## config.mk

```make
export PLATFORM = sky130hd
export DESIGN_NAME = tile_addr_decoder
export DESIGN_NICKNAME = d
export VERILOG_FILES = /design/src/tile_pkg.sv /design/src/tile_addr_decoder.sv
export SDC_FILE = /design/constraint.sdc
export NUM_CORES = 1
export LEC_CHECK = 0
export ABC_AREA = 1
export BUFFER_PORTS_ARGS = -buffer_cell sky130_fd_sc_hd__buf_2
export CAP_MARGIN = 10
export CORE_AREA = 5 5 160 162
export CTS_CLUSTER_DIAMETER = 80
export CTS_CLUSTER_SIZE = 16
export DETAILED_ROUTE_END_ITERATION = 8
export DIE_AREA = 0 0 165 167
export SYNTH_ARGS = -nofsm -noshare
export SYNTH_HDL_FRONTEND = slang
export SYNTH_SLANG_ARGS = --single-unit
```

## constraint.sdc

```tcl
create_clock -name clk_i -period 4 [get_ports clk_i]
set_clock_uncertainty 0.05 [all_clocks]
set_input_delay 0.2 -clock clk_i [delete_from_list [all_inputs] [get_ports clk_i]]
set_output_delay 0.2 -clock clk_i [all_outputs]
set_load 0.05 [all_outputs]
```

## src/tile_pkg.sv

```systemverilog
package tile_pkg;

    // bus widths
    localparam int DATA_W = 32;
    localparam int ADDR_W = 32;
    localparam int BE_W   = 4;

    // interrupt lines
    localparam int IRQ_NUM_POW    = 4;
    localparam int IRQ_NUM        = 2 ** IRQ_NUM_POW;
    localparam int TIMER_IRQ_LINE = 1;

    // address map
    localparam int XIF_BITSEL = 31;
    localparam int SFR_BITSEL = 20;
    localparam int RAM_WORDS  = 1024;
    localparam int RAM_AW     = $clog2(RAM_WORDS);

    // outstanding read tracking in the decoder
    localparam int RD_CNT_W = 3;
    localparam int RD_MAX   = 2 ** RD_CNT_W - 1;

    // sfr byte offsets, word select is bits 4:2
    localparam int SFR_OFS_W = 5;
    localparam logic [SFR_OFS_W-1:0] SFR_ID           = 5'd0;
    localparam logic [SFR_OFS_W-1:0] SFR_SW_RESET     = 5'd4;
    localparam logic [SFR_OFS_W-1:0] SFR_IRQ_EN       = 5'd8;
    localparam logic [SFR_OFS_W-1:0] SFR_TIMER_PERIOD = 5'd12;
    localparam logic [SFR_OFS_W-1:0] SFR_TIMER_VALUE  = 5'd16;
    localparam logic [SFR_OFS_W-1:0] SFR_SGI          = 5'd20;

    localparam logic SW_RESET_DEFAULT = 1'b0;

    typedef enum logic [1:0] {
        TGT_RAM,
        TGT_SFR,
        TGT_XIF
    } target_e;

endpackage

```

## src/tile_addr_decoder.sv

```systemverilog
module tile_addr_decoder
    import tile_pkg::*;
(
    input  logic              clk_i
    , input  logic              rst_i

    , input  logic              host_req_valid_i
    , output logic              host_req_ready_o
    , input  logic              host_we_i
    , input  logic [ADDR_W-1:0] host_addr_i
    , input  logic [BE_W-1:0]   host_be_i
    , input  logic [DATA_W-1:0] host_wdata_i
    , output logic              host_resp_valid_o
    , output logic [DATA_W-1:0] host_rdata_o

    , output logic              ram_req_valid_o
    , input  logic              ram_req_ready_i
    , output logic              ram_we_o
    , output logic [ADDR_W-1:0] ram_addr_o
    , output logic [BE_W-1:0]   ram_be_o
    , output logic [DATA_W-1:0] ram_wdata_o
    , input  logic              ram_resp_valid_i
    , input  logic [DATA_W-1:0] ram_rdata_i

    , output logic              sfr_req_valid_o
    , input  logic              sfr_req_ready_i
    , output logic              sfr_we_o
    , output logic [ADDR_W-1:0] sfr_addr_o
    , output logic [BE_W-1:0]   sfr_be_o
    , output logic [DATA_W-1:0] sfr_wdata_o
    , input  logic              sfr_resp_valid_i
    , input  logic [DATA_W-1:0] sfr_rdata_i

    , output logic              xif_req_valid_o
    , input  logic              xif_req_ready_i
    , output logic              xif_we_o
    , output logic [ADDR_W-1:0] xif_addr_o
    , output logic [BE_W-1:0]   xif_be_o
    , output logic [DATA_W-1:0] xif_wdata_o
    , input  logic              xif_resp_valid_i
    , input  logic [DATA_W-1:0] xif_rdata_i
);

    target_e               req_tgt;
    target_e               rd_tgt;
    logic [RD_CNT_W-1:0]   rd_cnt;
    logic                  stall;
    logic                  fwd_valid;
    logic                  tgt_ready;
    logic                  rd_accept;

    always_comb
    begin
        if (host_addr_i[XIF_BITSEL])
            req_tgt = TGT_XIF;
        else if (host_addr_i[SFR_BITSEL])
            req_tgt = TGT_SFR;
        else
            req_tgt = TGT_RAM;
    end

    // keep read responses in order: only same-target reads may overlap
    assign stall = (rd_cnt != '0)
                   && (host_we_i || (req_tgt != rd_tgt) || (rd_cnt == RD_CNT_W'(RD_MAX)));
    assign fwd_valid = host_req_valid_i && !stall;

    assign ram_req_valid_o = fwd_valid && (req_tgt == TGT_RAM);
    assign sfr_req_valid_o = fwd_valid && (req_tgt == TGT_SFR);
    assign xif_req_valid_o = fwd_valid && (req_tgt == TGT_XIF);

    assign ram_we_o    = host_we_i;
    assign ram_addr_o  = host_addr_i;
    assign ram_be_o    = host_be_i;
    assign ram_wdata_o = host_wdata_i;
    assign sfr_we_o    = host_we_i;
    assign sfr_addr_o  = host_addr_i;
    assign sfr_be_o    = host_be_i;
    assign sfr_wdata_o = host_wdata_i;
    assign xif_we_o    = host_we_i;
    assign xif_addr_o  = host_addr_i;
    assign xif_be_o    = host_be_i;
    assign xif_wdata_o = host_wdata_i;

    always_comb
    begin
        case (req_tgt)
            TGT_SFR: tgt_ready = sfr_req_ready_i;
            TGT_XIF: tgt_ready = xif_req_ready_i;
            default: tgt_ready = ram_req_ready_i;
        endcase
    end

    assign host_req_ready_o = !stall && tgt_ready;
    assign rd_accept = host_req_valid_i && host_req_ready_o && !host_we_i;

    // responses only come from the target of the outstanding reads
    always_comb
    begin
        case (rd_tgt)
            TGT_SFR:
            begin
                host_resp_valid_o = sfr_resp_valid_i;
                host_rdata_o      = sfr_rdata_i;
            end
            TGT_XIF:
            begin
                host_resp_valid_o = xif_resp_valid_i;
                host_rdata_o      = xif_rdata_i;
            end
            default:
            begin
                host_resp_valid_o = ram_resp_valid_i;
                host_rdata_o      = ram_rdata_i;
            end
        endcase
    end

    always_ff @(posedge clk_i)
    begin
        if (rst_i)
        begin
            rd_cnt <= '0;
            rd_tgt <= TGT_RAM;
        end
        else
        begin
            rd_cnt <= rd_cnt + RD_CNT_W'(rd_accept) - RD_CNT_W'(host_resp_valid_o);
            if (rd_accept)
                rd_tgt <= req_tgt;
        end
    end

    a_one_target: assert property (@(posedge clk_i) disable iff (rst_i)
        $onehot0({ram_req_valid_o, sfr_req_valid_o, xif_req_valid_o}));

    a_no_stray_resp: assert property (@(posedge clk_i) disable iff (rst_i)
        (ram_resp_valid_i || sfr_resp_valid_i || xif_resp_valid_i) |-> (rd_cnt != '0));

endmodule

```

==> load_flow_metrics.sql <==
INSERT INTO impl_metrics (metric_group, metric, value, unit) VALUES
('run_status', 'run_status', 'complete, no violations', ''),
('floorplanning', 'die_y', '167', 'um'),
('placed_design', 'place.detailed.instances', '677', ''),
('worst_setup_path', 'criticalPathCategory', 'flop to output port', ''),
('timing', 'finalSetupViolations', '0', ''),
('pwr', 'p_seq_share', '7.2', '%'),
('cells_and_area', 'drive_above_1_share', '47.3', '%'),
('floorplanning', 'std_cell_rows', '57', ''),
('grt', 'grt_pass1_vias', '2207', ''),
('timing', 'max_slew_margin', '68.0', '%'),
('cells_and_area', 'utilization', '9.52', '%'),
('yosys', 'yosys_register_bits', '5', ''),
('timing', 'final_hold_viol_count', '0', ''),
('routing', 'post_drt_wl_per_cell', '15.4', 'um'),
('clocking', 'clock_root_buffer', 'sky130_fd_sc_hd__clkbuf_16', ''),
('cells_and_area', 'footprint_of_the_multi_input_gates', '835', 'um^2'),
('worst_setup_path', 'endpoint', 'host_rdata_o[16]', ''),
('yosys', 'ys_top_cells_by_area', 'sky130_fd_sc_hd__buf_4 60%, sky130_fd_sc_hd__a21oi_1 13%, sky130_fd_sc_hd__nor2_1 6.0%, sky130_fd_sc_hd__nand2_1 5.8%, sky130_fd_sc_hd__dfxtp_1 3.8%', ''),
('yosys', 'share_of_synthesized_registers_carrying_an_async_set_or_reset', '0', '%'),
('routing', 'detailroute.via_count', '2181', ''),
('cells_and_area', 'nets', '537', ''),
('grt', 'busiest_layer_in_global_routing', 'met2', ''),
('routing', 'postRouteAntennaNets', '0', ''),
('grt', 'grt_first_pass_wirelength', '14000', 'um'),
('pwr', 'clock_power_share', '14.9', '%'),
('placed_design', 'dp_hpwl', '8480', 'um'),
('floorplanning', 'initial_core_util', '10.9', '%'),
('routing', 'drcViolationCount', '0', ''),
('pwr', 'power.share.combinational', '77.9', '%'),
('grt', 'groute.usage.overall', '6.83', '%'),
('grt', 'use_met2', '10.8', '%'),
('yosys', 'post_synth_inst_count', '418', ''),
('yosys', 'post-synth-top-area-cell', 'sky130_fd_sc_hd__buf_4', ''),
('worst_setup_path', 'crit_path_capture_type', 'output port', ''),
('placed_design', 'routabilityCongestion', '0.658', ''),
('cells_and_area', 'fillCellCount', '2865', ''),
('pwr', 'switching_share', '63.3', '%'),
('clocking', 'ctsHtreeMaxLevel', '1', ''),
('cells_and_area', 'sequential_cell_area', '100', 'um^2'),
('yosys', 'unique_cell_type_count_in_the_yosys_netlist', '21', ''),
('worst_setup_path', 'timing.critical_path.from', 'rd_tgt[0]$_SDFFE_PP0P_', ''),
('run', 'max_cap_viol_count', '0', ''),
('clocking', 'cts-buffers-inserted', '3', ''),
('clocking', 'clk_lat_worst_skew', '0.23', 'ns'),
('worst_setup_path', 'startpoint_type', 'flop', ''),
('min_path', 'hold_path_class', 'input port to flop', ''),
('worst_setup_path', 'r2r-end', 'rd_cnt[2]$_SDFF_PP0_', ''),
('worst_setup_path', 'reg_to_reg_critical_path_startpoint', 'rd_tgt[0]$_SDFFE_PP0P_', ''),
('routing', 'post_drt_via_cell_ratio', '3.20', ''),
('grt', 'antenna_violations_before_repair', '1', ''),
('pwr', 'worst_ir_drop_vdd', '0.484', 'mV'),
('yosys', 'post_synth.cell_area_avg', '6.24', 'um^2'),
('grt', 'grt.overflow.total', '0', ''),
('clocking', 'post_cts_buffers', '0', ''),
('timing', 'slew_violations', '0', ''),
('timing', 'post-route-min-period', '2.30', 'ns'),
('yosys', 'synth-seq-area-share', '3.84', '%'),
('floorplanning', 'fp.dieArea', '0.0276', 'mm^2'),
('timing', 'hold-worst-slack', '0.121', 'ns'),
('routing', 'initialDrtViolationCount', '74', ''),
('grt', 'grt_max_degree', '33', ''),
('yosys', 'synth_enable_flop_cells', '0', ''),
('clocking', 'cts-hold-fix-buffers', '0', ''),
('clocking', 'clkSlewWorstSetupHoldPaths', '0.04', 'ns'),
('pwr', 'power.leakage', '1.10', 'nW'),
('yosys', 'synth_ff_type', 'sky130_fd_sc_hd__dfxtp_1', ''),
('clocking', 'cts_tree', 'done', ''),
('floorplanning', 'die_x', '165', 'um'),
('worst_setup_path', 'ff2ff_path_depth', '12', ''),
('yosys', 'yosys_warnings', '0', ''),
('clocking', 'tritoncts_num_sinks', '5', '');
-- per-layer routing --
metal / vias up / part of all wire (%)
met5: - / 0.12
li1: 976 / -
met1: 887 / 33
met4: 2 / 8.6
met3: 82 / 15
met2: 234 / 43
-- layout make-up --
type                    instances  share of cell area [%]
well taps                     324                    17.8
repair buffers                157                    34.9
clock buffers                   4                    3.45
inverters                      18                    2.96
flip-flops and latches          5                    4.39
multi-input cells             173                    36.6
-- logic make-up (layout without fill, tap and decap cells) --
logic type	Yosys count	after routing	share of synthesized area [%]
AND/OR/NAND/NOR	97	97	15.4
AO/OA/AOI/OAI	70	70	13.4
XOR/XNOR	1	1	0.336
flip-flops	5	5	3.84
adder cells (fa/ha/maj)	5	5	2.69
buffers and inverters	240	179	64.3
-- placed cells by master (no fill, tap or decap), drive strengths merged --
master,count
o21ai,2
clkbuf,4
buf,157
ha,4
a21oi,68
inv,17
nor2,45
fa,1
nand3b,1
nor3,2
nand4,2
or2,1
dfxtp,5
nand3,4
xor2,1
clkinv,1
nand2,42
-- through the flow --
| step | power [mW] | setup WS (ns) | instance area [um^2] |
|---|---|---|---|
| 6_report | 1.12 | 1.70 | 2280 |
| 2_1_floorplan | 1.25 | 0.703 | 2610 |
| 4_1_cts | 1.14 | 1.69 | 2280 |
| 3_5_place_dp | 0.963 | 1.76 | 2200 |
| 5_1_grt | 1.20 | 1.56 | 2280 |
| 3_3_place_gp | 0.949 | 1.84 | 2200 |
-- flip-flops by register name, indices dropped and copies added (netlist names) --
| name | count |
|---|---|
| rd_tgt | 2 |
| rd_cnt | 3 |
-- power groups by stage --
stage	registers (mW)	clock network, mW	logic, mW
after global routing	0.0838	0.176	0.936
final	0.0806	0.167	0.872
after CTS	0.0807	0.170	0.885
after global placement	0.0798	0	0.869
after detailed placement	0.0814	0	0.882
after floorplan	0.0774	0	1.17
-- worst min-delay path by stage --
stage,start,to,cells past startpoint
global route,rst_i,rd_cnt[0]$_SDFF_PP0_,2
detailed placement,host_wdata_i[21],ram_wdata_o[21],0
finish,rst_i,rd_cnt[1]$_SDFF_PP0_,2
floorplan,rst_i,rd_cnt[0]$_SDFF_PP0_,1
global placement,host_wdata_i[21],ram_wdata_o[21],0
CTS,rst_i,rd_cnt[1]$_SDFF_PP0_,2
-- worst max-delay path, stage by stage (launching register included) --
cell	delay, ns
sky130_fd_sc_hd__dfxtp_1	0.34
sky130_fd_sc_hd__inv_1	0.10
sky130_fd_sc_hd__ha_2	0.35
sky130_fd_sc_hd__buf_4	0.41
sky130_fd_sc_hd__a21oi_1	0.14
sky130_fd_sc_hd__a21oi_1	0.17
sky130_fd_sc_hd__buf_2	0.28
No activity file was read; power rests on OpenSTA's default activity.
