`config.mk`:
```
export PLATFORM = sky130hd
export DESIGN_NAME = tile_sfr
export DESIGN_NICKNAME = d
export VERILOG_FILES = /design/src/tile_pkg.sv /design/src/tile_sfr.sv
export SDC_FILE = /design/constraint.sdc
export NUM_CORES = 1
export LEC_CHECK = 0
export BUFFER_PORTS_ARGS = -buffer_cell sky130_fd_sc_hd__buf_4
export CORE_ASPECT_RATIO = 0.7
export CORE_UTILIZATION = 49
export DETAILED_ROUTE_END_ITERATION = 8
export PLACE_DENSITY_LB_ADDON = 0.15
export SYNTH_ARGS = -nofsm -noshare
export SYNTH_HDL_FRONTEND = slang
export SYNTH_SLANG_ARGS = --single-unit
```
`constraint.sdc`:
```
create_clock -name clk_i -period 2.6 [get_ports clk_i]
set_clock_uncertainty 0.2 [all_clocks]
set_input_delay 0.26 -clock clk_i [delete_from_list [all_inputs] [get_ports clk_i]]
set_output_delay 0.26 -clock clk_i [all_outputs]
set_load 0.01 [all_outputs]
```
`src/tile_pkg.sv`:
```
package tile_pkg;

    // bus widths
    localparam int DATA_W = 32;
    localparam int ADDR_W = 32;
    localparam int BE_W   = 4;

    // interrupt lines
    localparam int IRQ_NUM_POW    = 4;
    localparam int IRQ_NUM        = 2 ** IRQ_NUM_POW;
    localparam int TIMER_IRQ_LINE = 1;

    // address map
    localparam int XIF_BITSEL = 31;
    localparam int SFR_BITSEL = 20;
    localparam int RAM_WORDS  = 1024;
    localparam int RAM_AW     = $clog2(RAM_WORDS);

    // outstanding read tracking in the decoder
    localparam int RD_CNT_W = 3;
    localparam int RD_MAX   = 2 ** RD_CNT_W - 1;

    // sfr byte offsets, word select is bits 4:2
    localparam int SFR_OFS_W = 5;
    localparam logic [SFR_OFS_W-1:0] SFR_ID           = 5'd0;
    localparam logic [SFR_OFS_W-1:0] SFR_SW_RESET     = 5'd4;
    localparam logic [SFR_OFS_W-1:0] SFR_IRQ_EN       = 5'd8;
    localparam logic [SFR_OFS_W-1:0] SFR_TIMER_PERIOD = 5'd12;
    localparam logic [SFR_OFS_W-1:0] SFR_TIMER_VALUE  = 5'd16;
    localparam logic [SFR_OFS_W-1:0] SFR_SGI          = 5'd20;

    localparam logic SW_RESET_DEFAULT = 1'b0;

    typedef enum logic [1:0] {
        TGT_RAM,
        TGT_SFR,
        TGT_XIF
    } target_e;

endpackage

```
`src/tile_sfr.sv`:
```
module tile_sfr
    import tile_pkg::*;
#(
    parameter logic [DATA_W-1:0] CORE_ID = '0
)
(
    input  logic                   clk_i
    , input  logic                   rst_i

    , input  logic                   req_valid_i
    , input  logic                   we_i
    , input  logic [ADDR_W-1:0]      addr_i
    , input  logic [DATA_W-1:0]      wdata_i
    , output logic                   resp_valid_o
    , output logic [DATA_W-1:0]      rdata_o

    , output logic                   sw_reset_o
    , output logic [IRQ_NUM-1:0]     irq_en_o
    , output logic                   timer_irq_o
    , output logic                   sgi_req_o
    , output logic [IRQ_NUM_POW-1:0] sgi_code_o
);

    logic [SFR_OFS_W-3:0] reg_sel;
    logic                 wr;
    logic                 rd;
    logic [DATA_W-1:0]    timer_period;
    logic [DATA_W-1:0]    timer_value;
    logic [DATA_W-1:0]    rd_data;

    assign reg_sel = addr_i[SFR_OFS_W-1:2];
    assign wr = req_valid_i && we_i;
    assign rd = req_valid_i && !we_i;

    always_ff @(posedge clk_i)
    begin
        if (rst_i)
        begin
            sw_reset_o <= SW_RESET_DEFAULT;
            irq_en_o   <= '0;
            sgi_req_o  <= 1'b0;
        end
        else
        begin
            sgi_req_o <= 1'b0;
            if (wr && (reg_sel == SFR_SW_RESET[SFR_OFS_W-1:2]))
                sw_reset_o <= wdata_i[0];
            if (wr && (reg_sel == SFR_IRQ_EN[SFR_OFS_W-1:2]))
                irq_en_o <= wdata_i[IRQ_NUM-1:0];
            if (wr && (reg_sel == SFR_SGI[SFR_OFS_W-1:2]))
                sgi_req_o <= 1'b1;
        end
    end

    always_ff @(posedge clk_i)
    begin
        if (wr && (reg_sel == SFR_SGI[SFR_OFS_W-1:2]))
            sgi_code_o <= wdata_i[IRQ_NUM_POW-1:0];
    end

    // interval timer, one pulse every period+1 cycles
    always_ff @(posedge clk_i)
    begin
        if (rst_i)
        begin
            timer_period <= '0;
            timer_value  <= '0;
            timer_irq_o  <= 1'b0;
        end
        else
        begin
            timer_irq_o <= 1'b0;
            if (wr && (reg_sel == SFR_TIMER_PERIOD[SFR_OFS_W-1:2]))
            begin
                timer_period <= wdata_i;
                timer_value  <= '0;
            end
            else if (timer_period == '0)
            begin
                timer_value <= '0;
            end
            else if (timer_value == timer_period)
            begin
                timer_value <= '0;
                timer_irq_o <= 1'b1;
            end
            else
            begin
                timer_value <= timer_value + 1'b1;
            end
        end
    end

    always_comb
    begin
        case (reg_sel)
            SFR_ID[SFR_OFS_W-1:2]:           rd_data = CORE_ID;
            SFR_SW_RESET[SFR_OFS_W-1:2]:     rd_data = DATA_W'(sw_reset_o);
            SFR_IRQ_EN[SFR_OFS_W-1:2]:       rd_data = DATA_W'(irq_en_o);
            SFR_TIMER_PERIOD[SFR_OFS_W-1:2]: rd_data = timer_period;
            SFR_TIMER_VALUE[SFR_OFS_W-1:2]:  rd_data = timer_value;
            // sgi trigger is write only
            default:                         rd_data = '0;
        endcase
    end

    always_ff @(posedge clk_i)
    begin
        if (rd)
            rdata_o <= rd_data;
    end

    always_ff @(posedge clk_i)
    begin
        if (rst_i)
            resp_valid_o <= 1'b0;
        else
            resp_valid_o <= rd;
    end

endmodule

```
==> flow_metrics.tcl, run 1 <==
set metrics [dict create \
    tritoncts_clock_tree "done" \
    ant_nets 0 \
    largest_cells_by_area_after_synthesis "sky130_fd_sc_hd__dfxtp_1, sky130_fd_sc_hd__edfxtp_1, sky130_fd_sc_hd__nand2_1, sky130_fd_sc_hd__xnor2_1, sky130_fd_sc_hd__a21oi_1" \
    clkSlewWorstSetupHoldPaths_ns 0.05 \
    yosysUniqueCellTypes 41 \
    power_report.internal_total_mw 3.54 \
    setup_repair_after_global_routing_missed_its_margin "no" \
    ys_seq_area_share_pct 50.1 \
    power_switching_mw 1.13 \
    die_height_um 90.7 \
    clock_tree.root_cell "sky130_fd_sc_hd__clkbuf_16" \
    routed_wire_length_per_instance_um 18.8 \
    crit_buf_inv 1 \
    maxClockFrequency_mhz 420 \
    fin_nets 777 \
    first_global_vias 4910 \
    grt_start_max_net_pins 53 \
    holdCritPathClass "in -> reg" \
    postSynthRegisterBits 120 \
    synth_flop_cell "sky130_fd_sc_hd__dfxtp_1" \
    power_density_nw_per_um2 632 \
    combinationalPowerShare_pct 8.8 \
    grt_antenna_before_repair 0 \
    worst_path_arrival_time_ns 2.50 \
    cts_max_path_buffers 2 \
    dr_total_vias 5072 \
    worst_slew_margin_rel_pct 58.2 \
    design.die.area_um2 11700 \
    placer_s_final_routability_congestion_estimate 0.834 \
    vias_per_cell 5.84 \
    setup.reg_to_reg.worst_slack_ns 0.22 \
    place_hpwl_um 11000 \
    switching_share_pct 24.1 \
    max_stage_delay_ns 0.53 \
    floorplan.core_area_um2 10600 \
    clkLatencyLatePin_ns 0.41 \
    leakagePower_nw 2.58 \
    layout.cell_area.non_filler_um2 7390 \
    n_antenna_cell 0 \
    count_of_placed_standard_cells_including_taps 804 \
    drive_above_1_share_pct 24.5 \
    final_core_utilization_pct 69.5 \
    netlist.top_cell.by_area "sky130_fd_sc_hd__dfxtp_1" \
    synth_largest_type_area_fraction_pct 30.5 \
    area.growth.synth_to_final_pct 34.1 \
    synthesis.yosys.warnings 0 \
    layout_min_cycle_time_ns 2.38 \
    final.period_utilization_pct 91.5 \
    timing.critical_path.mode_cell "sky130_fd_sc_hd__or4_1" \
    maxSlewViolCount 0 \
    dpl_worst_slack_ns 0.0618 \
    groute.usage.overall_pct 29.7 \
    post_synth_inst_count 580 \
    detailed_place.area_um2 6470 \
    worst_slack_ns 0.221 \
    post-route-drc-count 0 \
    cts_buffers 17 \
    number_of_design_rule_violations_left_by_the_first_detailed_router_iteration 599 \
    cp.required_ns 2.73 \
    worst_pin_slew_ns 0.627 \
    final-hold-violation-count 0 \
    num_io_pins 124 \
    drt_first_pass_iters 5 \
    path_cells "nand4_1, or4_1, buf_4, or4_1, a221oi_2" \
    clkPwrFrac_pct 48.8 \
    htree_num_levels 4 \
    critPathMaxFanout 17 \
    io_buffers 94 \
    synth.cell_area_um2 5510 \
    cpLargestDelayFamily "simple AND/OR/NAND/NOR gates" \
    crit_type "reg -> reg" \
    setup_viol_count_final 0 \
    worst_ir_drop_vdd_mv 0.486 \
    synthArstFlopShare_pct 0 \
    timing.critical_path.to_type "flop" \
    tritoncts_num_sinks 120 \
    seq_power_share_pct 42.4 \
    start_util_pct 51.8 \
    synth_edf_count 36 \
    syn-num-nets 649 \
    global_route_wire_length_before_repair_um 26100 \
    report.power.total_mw 4.67 \
    width_of_the_die_um 129 \
    num_rows 31 \
    status "completed" \
    worst_setup_path_start_kind "flop" \
    setup_tns_ns 0 \
    timing.critical_path.slowest_stage_cell "sky130_fd_sc_hd__or4_1" \
    grt_residual_overflow 0 \
    cap_viol_max_count 0 \
    finalNonFillerCells 869 \
    syn_area_per_cell_um2 9.50 \
    drt-total-wl_um 16300 \
    fin_hold_ws_ns 0.0305 \
    number_of_post_cts_setup_repair_buffers 0 \
]
-- worst register-to-register path, delay by kind of cell (launching register included) --
kind / cells / cell delay [ns]
compound gates: 1 / 0.24
buf+inv: 1 / 0.20
flops: 1 / 0.43
simple gates: 3 / 1.21
-- cells in the final DEF (no fill, tap or decap), types with 7 or more instances in the layout --
| cell | count |
|---|---|
| sky130_fd_sc_hd__a211oi_1 | 16 |
| sky130_fd_sc_hd__a21oi_1 | 49 |
| sky130_fd_sc_hd__a221oi_1 | 8 |
| sky130_fd_sc_hd__a221oi_2 | 8 |
| sky130_fd_sc_hd__a22o_1 | 16 |
| sky130_fd_sc_hd__buf_4 | 127 |
| sky130_fd_sc_hd__clkbuf_16 | 19 |
| sky130_fd_sc_hd__dfxtp_1 | 84 |
| sky130_fd_sc_hd__dlygate4sd3_1 | 33 |
| sky130_fd_sc_hd__edfxtp_1 | 36 |
| sky130_fd_sc_hd__inv_1 | 7 |
| sky130_fd_sc_hd__mux2i_1 | 16 |
| sky130_fd_sc_hd__nand2_1 | 120 |
| sky130_fd_sc_hd__nand3_1 | 11 |
| sky130_fd_sc_hd__nand4_1 | 16 |
| sky130_fd_sc_hd__nor4_1 | 12 |
| sky130_fd_sc_hd__o21ai_0 | 21 |
| sky130_fd_sc_hd__o31ai_1 | 10 |
| sky130_fd_sc_hd__or3_1 | 7 |
| sky130_fd_sc_hd__or4_1 | 11 |
| sky130_fd_sc_hd__xnor2_1 | 44 |
-- logic make-up after synthesis --
family,share of synthesized area [%]
and+or+nand+nor,18.2
DFF,50.1
xor gates and xnor gates,7.31
AOI/OAI and AO/OA,16.5
adders and majority gates,0.227
buffers and inverters,4.52
muxes,3.11
-- power by group through the flow --
stage	Clock, mW	Sequential (mW)	Combinational (mW)
2_1_floorplan	0	2.03	0.175
3_3_place_gp	0	2.02	0.360
3_5_place_dp	0	2.02	0.365
4_1_cts	2.28	1.98	0.407
5_1_grt	2.39	1.98	0.438
6_report	2.28	1.98	0.413
-- synth_stat cells (2+ instances only) --
cell                       number
sky130_fd_sc_hd__mux2i_1       16
sky130_fd_sc_hd__nor2_1         5
sky130_fd_sc_hd__and4_1         3
sky130_fd_sc_hd__a211oi_1      16
sky130_fd_sc_hd__nand3_4        2
sky130_fd_sc_hd__clkbuf_1      38
sky130_fd_sc_hd__buf_6          2
sky130_fd_sc_hd__a221oi_2       8
sky130_fd_sc_hd__nand2_1      120
sky130_fd_sc_hd__buf_1          2
sky130_fd_sc_hd__or3_1          7
sky130_fd_sc_hd__xor2_1         2
sky130_fd_sc_hd__nand4_1       16
sky130_fd_sc_hd__nor3_1         6
sky130_fd_sc_hd__o21ai_0       21
sky130_fd_sc_hd__a21oi_1       49
sky130_fd_sc_hd__buf_2          9
sky130_fd_sc_hd__o31ai_1       10
sky130_fd_sc_hd__a22o_1        16
sky130_fd_sc_hd__inv_1          7
sky130_fd_sc_hd__nand3_1       11
sky130_fd_sc_hd__xnor2_1       44
sky130_fd_sc_hd__nor2b_1        2
sky130_fd_sc_hd__dfxtp_1       84
sky130_fd_sc_hd__nor4_1        14
sky130_fd_sc_hd__or4_1         12
sky130_fd_sc_hd__edfxtp_1      36
sky130_fd_sc_hd__nand2b_1       2
sky130_fd_sc_hd__a221oi_1       8
-- final timing paths --
kind	cells after the start	end	start
worst max-delay path	5	timer_value[31]	timer_value[13]
worst max register to register	5	timer_value[31]	timer_value[13]
worst min register to register	2	irq_en_o[5]	irq_en_o[5]
worst min-delay path	3	sgi_req_o	req_valid_i
-- cell type report --
class	instances	area, µm²
tap	148	185
clock buffer	24	524
timing repair buffer	161	1300
multi-input combinational	401	2530
clock inverter	8	56.3
fill	806	3240
sequential	120	2760
inverter	7	26.3
-- per-layer routing --
metal	GRT usage (%)	wire length, µm	share of wire (%)	vias to the layer above
li1	-	-	-	2362
met1	42.0	7590	46	2440
met2	44.6	7180	44	237
met3	7.82	1300	7.9	33
met4	8.14	267	1.6	0
met5	0	0	0	-
-- sequential cells by signal (all words and copies together), names as in the netlist --
signal / cells
timer_value: 32
sw_reset_o: 1
sgi_req_o: 1
timer_period: 32
timer_irq_o: 1
rdata_o: 32
resp_valid_o: 1
sgi_code_o: 4
irq_en_o: 16
-- repair_timing --
item                                   in CTS  in global routing
hold buffers                               33                  0
endpoints found under the hold margin      54                  0
setup endpoints to repair                   0                  7
resized for setup                           0                  1
No activity file was read; power rests on OpenSTA's default activity.
==> run 2: changes to the inputs <==
Settings changed: REMOVE_ABC_BUFFERS set to 1.
==> run 2 against run 1 <==
Against the previous run:
- flip-flop and latch count unchanged
- count of clock-buffer cells in the layout is 5 lower
- register-to-register slack got worse by 0.04 ns
- clock power increased by 9.2%
- total power rose by 4.7%
- global-route usage fell by 1.2 points
- critical path type unchanged
- largest power group unchanged
==> flow_metrics.tcl, run 2 (synthesized netlist as in run 1, its figures left out) <==
set metrics [dict create \
    status "completed" \
    crit_type "reg -> reg" \
    timing.critical_path.slowest_stage_cell "sky130_fd_sc_hd__or4_1" \
    worst_slew_margin_rel_pct 53.8 \
    clkPwrFrac_pct 50.9 \
    design.die.area_um2 11700 \
    layout.area.seq_um2 2760 \
    post-route-drc-count 0 \
    maxClockFrequency_mhz 413 \
    grt_antenna_before_repair 0 \
    maxSlewViolCount 0 \
    clock_tree.root_cell "sky130_fd_sc_hd__clkbuf_16" \
    placer_s_final_routability_congestion_estimate 0.879 \
    width_of_the_die_um 129 \
    critPathMaxFanout 16 \
    cpLargestDelayFamily "simple AND/OR/NAND/NOR gates" \
    number_of_post_cts_setup_repair_buffers 0 \
    number_of_design_rule_violations_left_by_the_first_detailed_router_iteration 561 \
    power_density_nw_per_um2 657 \
    place_hpwl_um 10600 \
    largest_registers "rdata_o: 32 flops, timer_period: 32 flops, timer_value: 32 flops" \
    global_route_wire_length_before_repair_um 25200 \
    layout_min_cycle_time_ns 2.42 \
    ant_nets 0 \
    routed_wire_length_per_instance_um 18.2 \
    start_util_pct 51.8 \
    path_cells "ha_1, nand3_4, or4_1, buf_4, or4_1, a221oi_2" \
    vias_per_cell 5.76 \
    groute.usage.overall_pct 28.5 \
    setup_viol_count_final 0 \
    timing.critical_path.to_type "flop" \
    drive_above_1_share_pct 25.0 \
    grt_residual_overflow 0 \
    tritoncts_num_sinks 120 \
    cts_buffers 17 \
    first_global_vias 4768 \
    grt_start_max_net_pins 53 \
    leading_cell_type_in_the_layout_fill_and_taps_excluded "sky130_fd_sc_hd__buf_4" \
    fin_nets 777 \
    combinationalPowerShare_pct 8.6 \
    worst_setup_path_start_kind "flop" \
    power_report.internal_total_mw 3.78 \
    worst_ir_drop_vdd_mv 0.479 \
    detailed_place.area_um2 6470 \
    seq_power_share_pct 40.5 \
    drt-total-wl_um 15800 \
    htree_num_levels 4 \
    clkLatencyLatePin_ns 0.42 \
    worst_path_arrival_time_ns 2.55 \
    cts_max_path_buffers 2 \
    cap_viol_max_count 0 \
    num_rows 31 \
    setup_repair_after_global_routing_missed_its_margin "no" \
    timing.critical_path.mode_cell "sky130_fd_sc_hd__or4_1" \
    floorplan.core_area_um2 10600 \
    worst_pin_slew_ns 0.693 \
    cp.required_ns 2.73 \
    leakagePower_nw 2.58 \
    tritoncts_clock_tree "done" \
    drt_first_pass_iters 5 \
    final-hold-violation-count 0 \
    io_buffers 94 \
    max_stage_delay_ns 0.51 \
    crit_buf_inv 1 \
    final.period_utilization_pct 93.1 \
    final.fill_count 837 \
    num_io_pins 124 \
    power_switching_mw 1.11 \
    clkSlewWorstSetupHoldPaths_ns 0.06 \
    fin_hold_ws_ns 0.0144 \
    multiInputGateArea_um2 2530 \
    die_height_um 90.7 \
    holdCritPathClass "in -> reg" \
    layout.cell_area.non_filler_um2 7440 \
    switching_share_pct 22.8 \
    area.growth.synth_to_final_pct 35.0 \
    n_antenna_cell 0 \
    dr_total_vias 5007 \
    most_used_cells_in_the_layout_excluding_fill_and_tap_cells "sky130_fd_sc_hd__buf_4, sky130_fd_sc_hd__nand2_1, sky130_fd_sc_hd__dfxtp_1, sky130_fd_sc_hd__a21oi_1, sky130_fd_sc_hd__xnor2_1" \
]
==> run 2: final cells by class <==
cell class / instances / share of cell area (%)
clock buffers: 19 / 6.09
clock inverters: 13 / 2.37
inverters: 7 / 0.353
multi-input cells: 401 / 34.0
flip-flops and latches: 120 / 37.1
well taps: 148 / 2.49
repair buffers: 161 / 17.5
==> run 2: layer usage <==
| metal | up-vias | routed length, µm | track usage [%] |
|---|---|---|---|
| li1 | 2365 | - | - |
| met1 | 2392 | 7230 | 40.7 |
| met2 | 235 | 7100 | 42.8 |
| met3 | 15 | 1380 | 8.00 |
| met4 | 0 | 126 | 5.78 |
| met5 | - | 0 | 0 |
==> run 2: tightest hold or removal path, stage by stage <==
cell,delay (ns)
sky130_fd_sc_hd__buf_4,0.14
sky130_fd_sc_hd__nand3_1,0.13
sky130_fd_sc_hd__nor3_1,0.06
==> run 2: worst paths after layout <==
kind,cells after the start,start,end,slack [ns]
max,6,timer_value[0],timer_value[30],0.18
min,3,req_valid_i,sgi_req_o,0.01
max reg2reg,6,timer_value[0],timer_value[30],0.18
min reg2reg,2,irq_en_o[5],irq_en_o[5],0.28
==> run 2: stage by stage <==
step                setup TNS, ns  setup slack (ns)  instances  total power, mW  util [%]
finish                          0             0.180        869             4.89      70.0
global route                    0            0.0953        869             5.05      70.0
CTS                             0             0.170        869             4.90      70.0
detailed placement              0             0.184        804             2.39      60.9
global placement                0             0.234        804             2.38      60.9
floorplan                  -60.46             -1.92        528             2.17         -
==> run 2: power groups by stage <==
stage | Clock, mW | Combinational (mW) | Sequential [mW]
detailed placement | 0 | 0.374 | 2.02
floorplan | 0 | 0.140 | 2.03
finish | 2.49 | 0.419 | 1.98
global route | 2.62 | 0.447 | 1.98
CTS | 2.51 | 0.414 | 1.98
global placement | 0 | 0.366 | 2.02
==> run 2: timing repair <==
| action | CTS | global route |
|---|---|---|
| endpoints found under the setup margin | 0 | 1 |
| gates resized for setup | 0 | 1 |
| endpoints found under the hold margin | 54 | 0 |
| hold buffers | 33 | 0 |
