## config.mk

```make
export PLATFORM = sky130hd
export DESIGN_NAME = irq_adapter
export DESIGN_NICKNAME = d
export VERILOG_FILES = /design/src/tile_pkg.sv /design/src/irq_adapter.sv
export SDC_FILE = /design/constraint.sdc
export NUM_CORES = 1
export LEC_CHECK = 0
export BUFFER_PORTS_ARGS = -buffer_cell sky130_fd_sc_hd__clkbuf_2
export CORE_AREA = 2 2 74 76
export CTS_CLUSTER_SIZE = 28
export DETAILED_ROUTE_END_ITERATION = 12
export DIE_AREA = 0 0 76 78
export PLACE_DENSITY = 0.49
export SLEW_MARGIN = 15
export SYNTH_ARGS = -nofsm -noshare
export SYNTH_HDL_FRONTEND = slang
export SYNTH_SLANG_ARGS = --single-unit
```

## constraint.sdc

```tcl
create_clock -name clk_i -period 2 [get_ports clk_i]
set_input_delay 0.4 -clock clk_i [delete_from_list [all_inputs] [get_ports clk_i]]
set_output_delay 0.4 -clock clk_i [all_outputs]
set_load 0.1 [all_outputs]
```

## src/tile_pkg.sv

```systemverilog
package tile_pkg;

    // bus widths
    localparam int DATA_W = 32;
    localparam int ADDR_W = 32;
    localparam int BE_W   = 4;

    // interrupt lines
    localparam int IRQ_NUM_POW    = 4;
    localparam int IRQ_NUM        = 2 ** IRQ_NUM_POW;
    localparam int TIMER_IRQ_LINE = 1;

    // address map
    localparam int XIF_BITSEL = 31;
    localparam int SFR_BITSEL = 20;
    localparam int RAM_WORDS  = 1024;
    localparam int RAM_AW     = $clog2(RAM_WORDS);

    // outstanding read tracking in the decoder
    localparam int RD_CNT_W = 3;
    localparam int RD_MAX   = 2 ** RD_CNT_W - 1;

    // sfr byte offsets, word select is bits 4:2
    localparam int SFR_OFS_W = 5;
    localparam logic [SFR_OFS_W-1:0] SFR_ID           = 5'd0;
    localparam logic [SFR_OFS_W-1:0] SFR_SW_RESET     = 5'd4;
    localparam logic [SFR_OFS_W-1:0] SFR_IRQ_EN       = 5'd8;
    localparam logic [SFR_OFS_W-1:0] SFR_TIMER_PERIOD = 5'd12;
    localparam logic [SFR_OFS_W-1:0] SFR_TIMER_VALUE  = 5'd16;
    localparam logic [SFR_OFS_W-1:0] SFR_SGI          = 5'd20;

    localparam logic SW_RESET_DEFAULT = 1'b0;

    typedef enum logic [1:0] {
        TGT_RAM,
        TGT_SFR,
        TGT_XIF
    } target_e;

endpackage

```

## src/irq_adapter.sv

```systemverilog
module irq_adapter
    import tile_pkg::*;
(
    input  logic                   clk_i
    , input  logic                   rst_i

    , input  logic [IRQ_NUM-1:0]     irq_lines_i
    , input  logic                   timer_irq_i
    , input  logic [IRQ_NUM-1:0]     irq_en_i
    , input  logic                   sgi_req_i
    , input  logic [IRQ_NUM_POW-1:0] sgi_code_i

    , output logic                   irq_req_o
    , output logic [IRQ_NUM_POW-1:0] irq_code_o
    , input  logic                   irq_ack_i
);

    logic [IRQ_NUM-1:0]     masked;
    logic [IRQ_NUM-1:0]     pending;
    logic [IRQ_NUM-1:0]     clr_line;
    logic                   sgi_pend;
    logic [IRQ_NUM_POW-1:0] sgi_pend_code;
    logic                   req_is_sgi;
    logic                   line_found;
    logic [IRQ_NUM_POW-1:0] line_code;
    logic                   ack;

    assign masked = (irq_lines_i | (IRQ_NUM'(timer_irq_i) << TIMER_IRQ_LINE)) & irq_en_i;
    assign ack = irq_req_o && irq_ack_i;

    // lowest numbered pending line wins
    always_comb
    begin
        line_found = 1'b0;
        line_code  = '0;
        for (int i = IRQ_NUM - 1; i >= 0; i--)
        begin
            if (pending[i])
            begin
                line_found = 1'b1;
                line_code  = IRQ_NUM_POW'(i);
            end
        end
    end

    always_comb
    begin
        clr_line = '0;
        if (ack && !req_is_sgi)
            clr_line[irq_code_o] = 1'b1;
    end

    always_ff @(posedge clk_i)
    begin
        if (rst_i)
        begin
            pending    <= '0;
            sgi_pend   <= 1'b0;
            irq_req_o  <= 1'b0;
            req_is_sgi <= 1'b0;
        end
        else
        begin
            pending <= (pending & ~clr_line) | masked;

            // a fresh sgi overrides the ack of the one being served
            if (sgi_req_i)
                sgi_pend <= 1'b1;
            else if (ack && req_is_sgi)
                sgi_pend <= 1'b0;

            if (irq_req_o)
            begin
                if (irq_ack_i)
                    irq_req_o <= 1'b0;
            end
            else if (sgi_pend)
            begin
                irq_req_o  <= 1'b1;
                irq_code_o <= sgi_pend_code;
                req_is_sgi <= 1'b1;
            end
            else if (line_found)
            begin
                irq_req_o  <= 1'b1;
                irq_code_o <= line_code;
                req_is_sgi <= 1'b0;
            end
        end
    end

    always_ff @(posedge clk_i)
    begin
        if (sgi_req_i)
            sgi_pend_code <= sgi_code_i;
    end

    a_code_stable: assert property (@(posedge clk_i) disable iff (rst_i)
        (irq_req_o && !irq_ack_i) |=> (irq_req_o && $stable(irq_code_o)));

endmodule

```

==> results of run 1 <==
==> synth_stat cells (3+ instances only) <==
master and n:
sky130_fd_sc_hd__nor3_1 3, sky130_fd_sc_hd__nor2b_1 3, sky130_fd_sc_hd__a311oi_1 9, sky130_fd_sc_hd__a211oi_1 4
sky130_fd_sc_hd__edfxtp_1 8, sky130_fd_sc_hd__o31ai_1 3, sky130_fd_sc_hd__inv_1 6, sky130_fd_sc_hd__o21ai_0 7
sky130_fd_sc_hd__dfxtp_1 19, sky130_fd_sc_hd__nand2_1 18, sky130_fd_sc_hd__nor4b_1 3, sky130_fd_sc_hd__a21oi_1 25
sky130_fd_sc_hd__nor4_1 3, sky130_fd_sc_hd__nor2_1 10
==> kinds of logic after synthesis <==
group,after synthesis
buffers and inverters,9
and+or+nand+nor,50
DFF,27
AOI/OAI and AO/OA,52
==> layout make-up <==
type	instances	area, µm²
Tap cell	70	87.6
Inverter	6	22.5
Sequential cell	27	622
Fill cell	551	3420
Multi-Input combinational cell	102	586
Clock buffer	4	45.0
Timing Repair Buffer	49	255
==> worst reg2reg max path: cells and delay by family, from the launching register on <==
kind             cells  cell delay (ns)
AND/OR/NAND/NOR      4             0.86
flip-flops           1             0.48
==> final timing paths <==
kind,from,end,slack (ns),depth (start not counted)
setup / recovery,sgi_pend,irq_code_o[3],0.31,4
hold reg to reg,pending[1],pending[1],0.49,2
setup reg to reg,sgi_pend,irq_code_o[3],0.31,4
hold / removal,sgi_code_i[0],sgi_pend_code[0],0.30,1
==> state kept, by name, summed over array words and instances (netlist names) <==
signal         count
irq_code_o         4
irq_req_o          1
req_is_sgi         1
sgi_pend_code      4
sgi_pend           1
pending           16
==> metrics by stage <==
| stage | hold slack [ns] | power, µW | area [µm²] | setup WS, ns |
|---|---|---|---|---|
| floorplan | 0.459 | 840 | 1260 | 0.169 |
| global placement | 0.492 | 940 | 1570 | 0.386 |
| detailed placement | 0.481 | 939 | 1570 | 0.308 |
| CTS | 0.298 | 1250 | 1620 | 0.310 |
| global route | 0.291 | 1300 | 1620 | 0.177 |
| finish | 0.298 | 1240 | 1620 | 0.305 |
==> per-layer routing <==
layer / part of all wire (%) / track usage [%] / routed length, µm
met4: 0.39 / 1.64 / 13
met3: 7.4 / 2.91 / 248
met5: 0 / 0 / 0
met1: 48 / 16.6 / 1590
met2: 45 / 18.8 / 1480
==> power by group through the flow <==
| stage | combinational, µW | sequential [µW] | clock [µW] |
|---|---|---|---|
| 2_1_floorplan | 119 | 721 | 0 |
| 3_3_place_gp | 270 | 670 | 0 |
| 3_5_place_dp | 270 | 669 | 0 |
| 4_1_cts | 272 | 656 | 320 |
| 5_1_grt | 300 | 663 | 338 |
| 6_report | 268 | 657 | 312 |
==> impl_summary.txt, run 1 <==
----------------------------------------------------
[Floorplanning]
  Core area ... 0.00504 mm²
  Full die area ... 0.00593 mm²
  Width of the chip ... 76 µm
  # rows ... 26
  Initial cell density of the core ... 24.9%
  Vertical extent of the die ... 78 µm
  Io pins ... 46

[Yosys]
  Register bit count reported by yosys ... 27
  Portion of synthesized cell area occupied by the leading cell type ... 30.2%
  Post-synth top flop ... sky130_fd_sc_hd__dfxtp_1
  Synthesized-area fraction occupied by and/or/nand/nor cells ... 20.3%
  Area fraction in compound gates after synthesis ... 26.3%
  Post-Syn Area per Cell ... 9.11 µm²
  Number of distinct library cell variants in the gate-level netlist after synthesis ... 29
  Synth Area in XOR/XNOR ... 0%
  Largest family of logic cells by synthesized area ... compound AO/OA/AOI/OAI gates
  Async set-reset flop share out of synthesis ... 0%
  Share of synthesized area spent on multiplexers ... 0%
  Number of warnings issued by yosys ... 0
  Biggest area contributors in the synthesized netlist ... sky130_fd_sc_hd__dfxtp_1, sky130_fd_sc_hd__edfxtp_1, sky130_fd_sc_hd__a21oi_1
  Syn_nets ... 179
  Post-Synth Adder-Cell Area ... 0%
  Post-synthesis instance total ... 138
  Netlist area before placement ... 0.00126 mm²
  Sequential share of the synthesized area ... 49.4%
  Cell taking the most area after synthesis ... sky130_fd_sc_hd__dfxtp_1
  Number of enable flip-flop cells after synthesis ... 8

[Worst setup path]
  Crit path buf inv count ... 0
  Kind of start point of the critical path ... flop
  Data required time of the critical path ... 1.91 ns
  Most Frequent Cell on Critical Path ... sky130_fd_sc_hd__nor3_1
  Peak per-stage delay on the critical path ... 0.48 ns
  Cell breakdown of the critical path ... nor3_1 > nand3_1 > nor2_1 > nor3_1
  Cell type group with the largest total delay on the critical path ... simple AND/OR/NAND/NOR gates
  Type of destination of the critical path ... flop
  Arrival time reported for the critical path endpoint ... 1.61 ns
  Type of the worst setup path ... flop to flop
  Crit Path Max Fanout ... 9
  Critical Path Slowest Stage Cell ... sky130_fd_sc_hd__dfxtp_1

[Clocking]
  CTS clk-pin slew, worst paths ... 0.09 ns
  Clock Tree Root ... sky130_fd_sc_hd__clkbuf_8
  # hold bufs at CTS ... 0
  Resized Gates After CTS ... 0
  Clock insertion delay at the later pin of the skew report ... 0.27 ns
  Level count of the clock H-tree ... 1
  Clock tree from TritonCTS ... yes
  Number of sinks driven by the clock tree ... 27
  CTS Buf Count ... 3
  Number of setup buffers added after CTS ... 0
  Largest buffer count on any clock path ... 2

[Power and ir drop]
  Share of total power in sequential cells ... 53.1%
  Clock network fraction of total power ... 25.2%
  Net Switching ... 386 µW
  Switching Share ... 31.2%
  Share of total power in combinational logic ... 21.7%
  Cell internal pwr ... 851 µW
  Worst supply voltage drop on vdd ... 447 µV
  P per Cell Area ... 765 mW/mm²
  Static leakage power ... 0.000647 µW

[Finish]
  Highest-count cells in the layout ignoring fill and taps ... sky130_fd_sc_hd__clkbuf_2, sky130_fd_sc_hd__a21oi_1, sky130_fd_sc_hd__nand2_1, sky130_fd_sc_hd__dfxtp_1, sky130_fd_sc_hd__nor2_1
  Fraction of layout instances using a drive strength above 1 ... 30.3%
  Most frequent standard cell in the layout excluding fill and tap cells ... sky130_fd_sc_hd__clkbuf_2
  Total inserted antenna cells ... 0
  Nets ... 230
  Non-filler cells, final ... 258
  Final core utilization ... 32.1%
  Synthesis-to-layout area growth ... 28.7%

[Routing]
  Vias per std cell ... 4.72
  Starting DRC count in detailed routing ... 116
  Wirelength, routed ... 3330 µm
  Routed vias ... 1219
  Final antenna-violating net count ... 0
  Wire length per cell after detailed routing ... 12.9 µm
  Iteration count of the initial detailed-routing pass ... 4
  Total DRC errors in the routed layout ... 0

[STA]
  Final Slew Violations ... 0
  Endpoints failing hold ... 0
  Slew Limit Headroom ... 58.5%
  Period minus WS final ... 1.69 ns
  Worst-margin pin slew ... 0.617 ns
  Total negative slack ... 0 ns
  Skew final ... 0.00308 ns
  Highest attainable clock frequency ... 590 MHz
  RSZ-0062 raised after global routing ... false
  Number of failing setup endpoints in the final timing report ... 0
  Share of the clock period used by the worst path after layout ... 84.7%

[GRT]
  Antenna violations before repair ... 0
  Maximum number of pins on one net before global-route repair ... 22
  Overflow after GRT ... 0
  Tot GR Track Use ... 11.8%
  First-pass GRT wire length ... 5670 µm
  Via count of the first global-routing pass ... 1186

[Worst hold path]
  Worst Hold Class ... primary input to flop

[Placement]
  Cell count after placement ... 254
  Detailed placer's ending HPWL ... 2570 µm
  Weighted congestion reported at the end of routability-driven placement ... 0.696
  Quantity of I/O buffers inserted on ports ... 45

[Outcome]
  Outcome ... finished, final reports clean

[Job]
  Maxcap violations ... 0

----------------------------------------------------
Note: power is estimated with default switching activity, not from simulation.
==> run 2: changes to the inputs <==
- clock period: 2 -> 1.65 ns (I/O delays scaled with it)
==> impl_summary.txt, run 2 (synthesis results as in run 1) <==
----------------------------------------------------
[STA]
  Slew Limit Headroom ... 64.0%
  Period minus WS final ... 1.55 ns
  Endpoints failing hold ... 0
  Skew final ... 0.00586 ns
  Worst-margin pin slew ... 0.542 ns
  RSZ-0062 raised after global routing ... false
  Min setup slack post-route ... 0.102 ns
  Final Slew Violations ... 0
  Highest attainable clock frequency ... 646 MHz
  Share of the clock period used by the worst path after layout ... 93.8%
  Total negative slack ... 0 ns
  Number of failing setup endpoints in the final timing report ... 0

[Worst setup path]
  Data required time of the critical path ... 1.68 ns
  Type of the worst setup path ... flop to flop
  Crit Path Max Fanout ... 4
  Type of destination of the critical path ... flop
  Kind of start point of the critical path ... flop
  Arrival time reported for the critical path endpoint ... 1.58 ns
  Number of cell instances on the worst register-to-register path ... 4

[Power and ir drop]
  Static leakage power ... 0.000703 µW
  Worst supply voltage drop on vdd ... 496 µV
  P per Cell Area ... 896 mW/mm²

[Routing]
  Total DRC errors in the routed layout ... 0
  Iteration count of the initial detailed-routing pass ... 4
  Routed vias ... 1221
  Vias per std cell ... 4.56
  Starting DRC count in detailed routing ... 32
  Wire length per cell after detailed routing ... 12.9 µm
  Wirelength, routed ... 3450 µm
  Final antenna-violating net count ... 0

[Clocking]
  Largest buffer count on any clock path ... 2
  CTS clk-pin slew, worst paths ... 0.09 ns
  Clock Tree Root ... sky130_fd_sc_hd__clkbuf_8
  Level count of the clock H-tree ... 1
  Clock tree from TritonCTS ... yes
  Clock insertion delay at the later pin of the skew report ... 0.27 ns
  CTS Buf Count ... 3
  Resized Gates After CTS ... 1
  Number of sinks driven by the clock tree ... 27
  Number of setup buffers added after CTS ... 0
  # hold bufs at CTS ... 0

[GRT]
  Overflow after GRT ... 0
  Maximum number of pins on one net before global-route repair ... 22
  Via count of the first global-routing pass ... 1202
  Antenna violations before repair ... 0
  First-pass GRT wire length ... 5690 µm
  Tot GR Track Use ... 12.0%

[Job]
  Maxcap violations ... 0

[Finish]
  Synthesis-to-layout area growth ... 36.6%
  Highest-count cells in the layout ignoring fill and taps ... sky130_fd_sc_hd__clkbuf_2, sky130_fd_sc_hd__a21oi_1, sky130_fd_sc_hd__nand2_1, sky130_fd_sc_hd__dfxtp_1, sky130_fd_sc_hd__buf_4
  Most frequent standard cell in the layout excluding fill and tap cells ... sky130_fd_sc_hd__clkbuf_2
  Fraction of layout instances using a drive strength above 1 ... 35.4%
  Registers with the most flip-flops ... pending: 16 flops, irq_code_o: 4 flops, sgi_pend_code: 4 flops
  Nets ... 240
  Non-filler cells, final ... 268
  Total inserted antenna cells ... 0
  Register with the most flip-flops ... pending
  Max reg flops ... 16

[Floorplanning]
  Full die area ... 0.00593 mm²
  Width of the chip ... 76 µm
  Vertical extent of the die ... 78 µm
  Initial cell density of the core ... 24.9%
  Core area ... 0.00504 mm²
  Io pins ... 46
  # rows ... 26

[Worst hold path]
  Worst Hold Class ... primary input to flop
  Cell depth of the worst hold path ... 1

[Placement]
  Worst slack at placement ... 0.0151 ns
  Weighted congestion reported at the end of routability-driven placement ... 0.782
  Quantity of I/O buffers inserted on ports ... 45
  Cell count after placement ... 264
  Detailed placer's ending HPWL ... 2780 µm

[Outcome]
  Outcome ... finished, final reports clean

----------------------------------------------------
## run 2: cell type report
cell class                 count  area (µm²)
tap                           70        87.6
timing repair buffer          59         338
multi-input combinational    102         603
clock buffer                   4        45.0
fill                         549        3320
inverter                       6        22.5
sequential                    27         622
## run 2: through the flow
stage / util [%] / hold WS, ns / total power [µW] / instance area (µm²)
floorplan: - / 0.429 / 1020 / 1260
global placement: 33.0 / 0.490 / 1180 / 1660
detailed placement: 33.0 / 0.498 / 1180 / 1660
CTS: 34.0 / 0.224 / 1550 / 1710
global route: 34.1 / 0.211 / 1620 / 1720
finish: 34.1 / 0.231 / 1540 / 1720
## run 2: path summary, 6_finish.rpt
path	to	from	slack (ns)
worst max-delay path	irq_code_o[2]	pending[15]	0.10
worst min-delay path	sgi_pend_code[2]	sgi_code_i[2]	0.23
worst max register to register	irq_code_o[2]	pending[15]	0.10
worst min register to register	pending[0]	pending[0]	0.51
## run 2: report_power, final
group          leakage (µW)  internal, µW  switching [µW]
registers          0.000236           740            48.5
clock network     0.0000228           173             203
logic              0.000445           151             224
total              0.000703          1060             476
## run 2: critical path, stage by stage (launching register included)
cell and delay, ns:
sky130_fd_sc_hd__dfxtp_1 0.34, sky130_fd_sc_hd__nor4_1 0.47, sky130_fd_sc_hd__nand2b_1 0.19, sky130_fd_sc_hd__nand2_1 0.06, sky130_fd_sc_hd__a32o_1 0.24
## run 2: per-layer routing
layer / share of wire, % / wire, µm / global-route usage (%)
met5: 0 / 0 / 0
met4: 0.38 / 13 / 2.00
met3: 4.6 / 158 / 3.26
met2: 46 / 1580 / 19.6
met1: 49 / 1690 / 16.2
==> run 3: changes to the inputs <==
- SLEW_MARGIN: 15 -> unset
- clock period: 1.65 -> 1.8 ns (I/O delays scaled with it)
==> impl_summary.txt, run 3 (synthesis results as in run 1) <==
----------------------------------------------------
[Job]
  Maxcap violations ... 0

[Worst setup path]
  Crit path buf inv count ... 1
  Number of cell instances on the worst register-to-register path ... 5
  Crit Path Max Fanout ... 6
  Start of the worst register-to-register path ... pending[7]
  Worst reg2reg setup slack ... 0.23 ns
  Data required time of the critical path ... 1.44 ns
  Critical Path Slowest Stage Cell ... sky130_fd_sc_hd__clkbuf_2
  Endpoint of the worst register-to-register path ... irq_code_o[0]
  Type of destination of the critical path ... output pin
  Cell type group with the largest total delay on the critical path ... buffers and inverters
  Arrival time reported for the critical path endpoint ... 1.27 ns
  Peak per-stage delay on the critical path ... 0.51 ns
  Kind of start point of the critical path ... flop
  Cell breakdown of the critical path ... clkbuf_2
  Type of the worst setup path ... flop to output pin

[Floorplanning]
  Core area ... 0.00504 mm²
  Vertical extent of the die ... 78 µm
  Full die area ... 0.00593 mm²
  Width of the chip ... 76 µm
  Initial cell density of the core ... 24.9%
  # rows ... 26
  Io pins ... 46

[Clocking]
  CTS clk-pin slew, worst paths ... 0.09 ns
  Resized Gates After CTS ... 0
  Number of setup buffers added after CTS ... 0
  Largest buffer count on any clock path ... 2
  CTS Buf Count ... 3
  Clock Tree Root ... sky130_fd_sc_hd__clkbuf_8
  Number of sinks driven by the clock tree ... 27
  Clock tree from TritonCTS ... yes
  Level count of the clock H-tree ... 1
  # hold bufs at CTS ... 0
  Clock insertion delay at the later pin of the skew report ... 0.27 ns

[Finish]
  Fraction of layout instances using a drive strength above 1 ... 31.9%
  Most frequent standard cell in the layout excluding fill and tap cells ... sky130_fd_sc_hd__clkbuf_2
  Register with the most flip-flops ... pending
  Max reg flops ... 16
  Nets ... 233
  Non-filler cells, final ... 261
  Highest-count cells in the layout ignoring fill and taps ... sky130_fd_sc_hd__clkbuf_2, sky130_fd_sc_hd__a21oi_1, sky130_fd_sc_hd__nand2_1, sky130_fd_sc_hd__dfxtp_1, sky130_fd_sc_hd__nor2_1
  Total inserted antenna cells ... 0
  Fill cells ... 550
  Final design area excluding fillers ... 0.00165 mm²
  Registers with the most flip-flops ... pending: 16 flops, irq_code_o: 4 flops, sgi_pend_code: 4 flops
  Synthesis-to-layout area growth ... 30.8%

[Placement]
  Quantity of I/O buffers inserted on ports ... 45
  Weighted congestion reported at the end of routability-driven placement ... 0.791
  Placed inst area ... 0.00160 mm²
  Detailed placer's ending HPWL ... 2710 µm
  Cell count after placement ... 257

[GRT]
  First-pass GRT wire length ... 5790 µm
  Highest-utilization routing layer at the global route stage ... met2
  Global Route met3 Usage ... 2.79%
  M1 GR Usage ... 16.9%
  Tot GR Track Use ... 12.0%
  Overflow after GRT ... 0
  Via count of the first global-routing pass ... 1177
  Global-route met2 utilization ... 19.1%
  Antenna violations before repair ... 0
  Maximum number of pins on one net before global-route repair ... 15

[STA]
  RSZ-0062 raised after global routing ... false
  Endpoints failing hold ... 0
  Skew final ... 0.00605 ns
  Period minus WS final ... 1.63 ns
  Number of failing setup endpoints in the final timing report ... 0
  Highest attainable clock frequency ... 612 MHz
  Slew Limit Headroom ... 63.9%
  Worst-margin pin slew ... 0.544 ns
  Share of the clock period used by the worst path after layout ... 90.8%
  Final Slew Violations ... 0

[Routing]
  Wirelength, routed ... 3380 µm
  Final antenna-violating net count ... 0
  Iteration count of the initial detailed-routing pass ... 4
  Routed vias ... 1210
  Vias per std cell ... 4.64
  Wire length per cell after detailed routing ... 12.9 µm
  Starting DRC count in detailed routing ... 63
  Total DRC errors in the routed layout ... 0

[Worst hold path]
  Hold Crit Start ... sgi_code_i[0]
  Cell depth of the worst hold path ... 1
  Worst Hold Class ... primary input to flop
  Hold worst-path end ... sgi_pend_code[0]

[Power and ir drop]
  P per Cell Area ... 843 mW/mm²
  Worst supply voltage drop on vdd ... 449 µV
  Static leakage power ... 0.000663 µW

[Outcome]
  Outcome ... finished, final reports clean

----------------------------------------------------
## run 3: cell types whose count changed in the layout (fill, tap and decap cells not counted)
cell | previous run | this run
sky130_fd_sc_hd__buf_4 | 17 | 7
sky130_fd_sc_hd__clkbuf_2 | 42 | 45
sky130_fd_sc_hd__nor4_1 | 2 | 3
sky130_fd_sc_hd__nor4_2 | 1 | 0
sky130_fd_sc_hd__nor4b_1 | 2 | 3
sky130_fd_sc_hd__nor4b_2 | 1 | 0
## run 3: area by class of cell
cell class	count	area (µm²)	share of cell area [%]
inverters	6	22.5	1.37
repair buffers	52	278	16.9
well taps	70	87.6	5.32
clock buffers	4	45.0	2.74
flip-flops and latches	27	622	37.8
multi-input cells	102	591	35.9
## run 3: stage by stage
stage                     worst slack (ns)  setup TNS, ns  hold WS [ns]  utilization [%]  power [µW]
after CTS                            0.147              0         0.253             32.5        1400
final                                0.166              0         0.260             32.6        1390
after global placement               0.238              0         0.495             31.6        1060
after global routing                 0.107              0         0.246             32.6        1460
after floorplan                   -0.00467       -0.00467         0.459                -         933
after detailed placement             0.249              0         0.489             31.6        1050
## run 3: worst max path at each step
| stage | from | to | slack (ns) | cells past startpoint |
|---|---|---|---|---|
| 6_report | irq_code_o[1] | irq_code_o[1] | 0.17 | 1 |
| 3_3_place_gp | sgi_pend | irq_code_o[0] | 0.24 | 5 |
| 5_1_grt | pending[7] | irq_code_o[0] | 0.11 | 5 |
| 4_1_cts | irq_code_o[1] | irq_code_o[1] | 0.15 | 1 |
| 3_5_place_dp | sgi_pend | irq_code_o[0] | 0.25 | 5 |
| 2_1_floorplan | irq_code_o[3] | pending[0] | -0.005 | 3 |
## run 3: power by group
group	switching, µW	internal [µW]
Sequential	53.3	678
Combinational	190	118
Clock	189	159
## run 3: metal layers
layer  vias to the layer above  wire [µm]
met1                       536       1650
li1                        631          -
met5                         -          0
met4                         0         19
met2                        41       1530
met3                         2        173
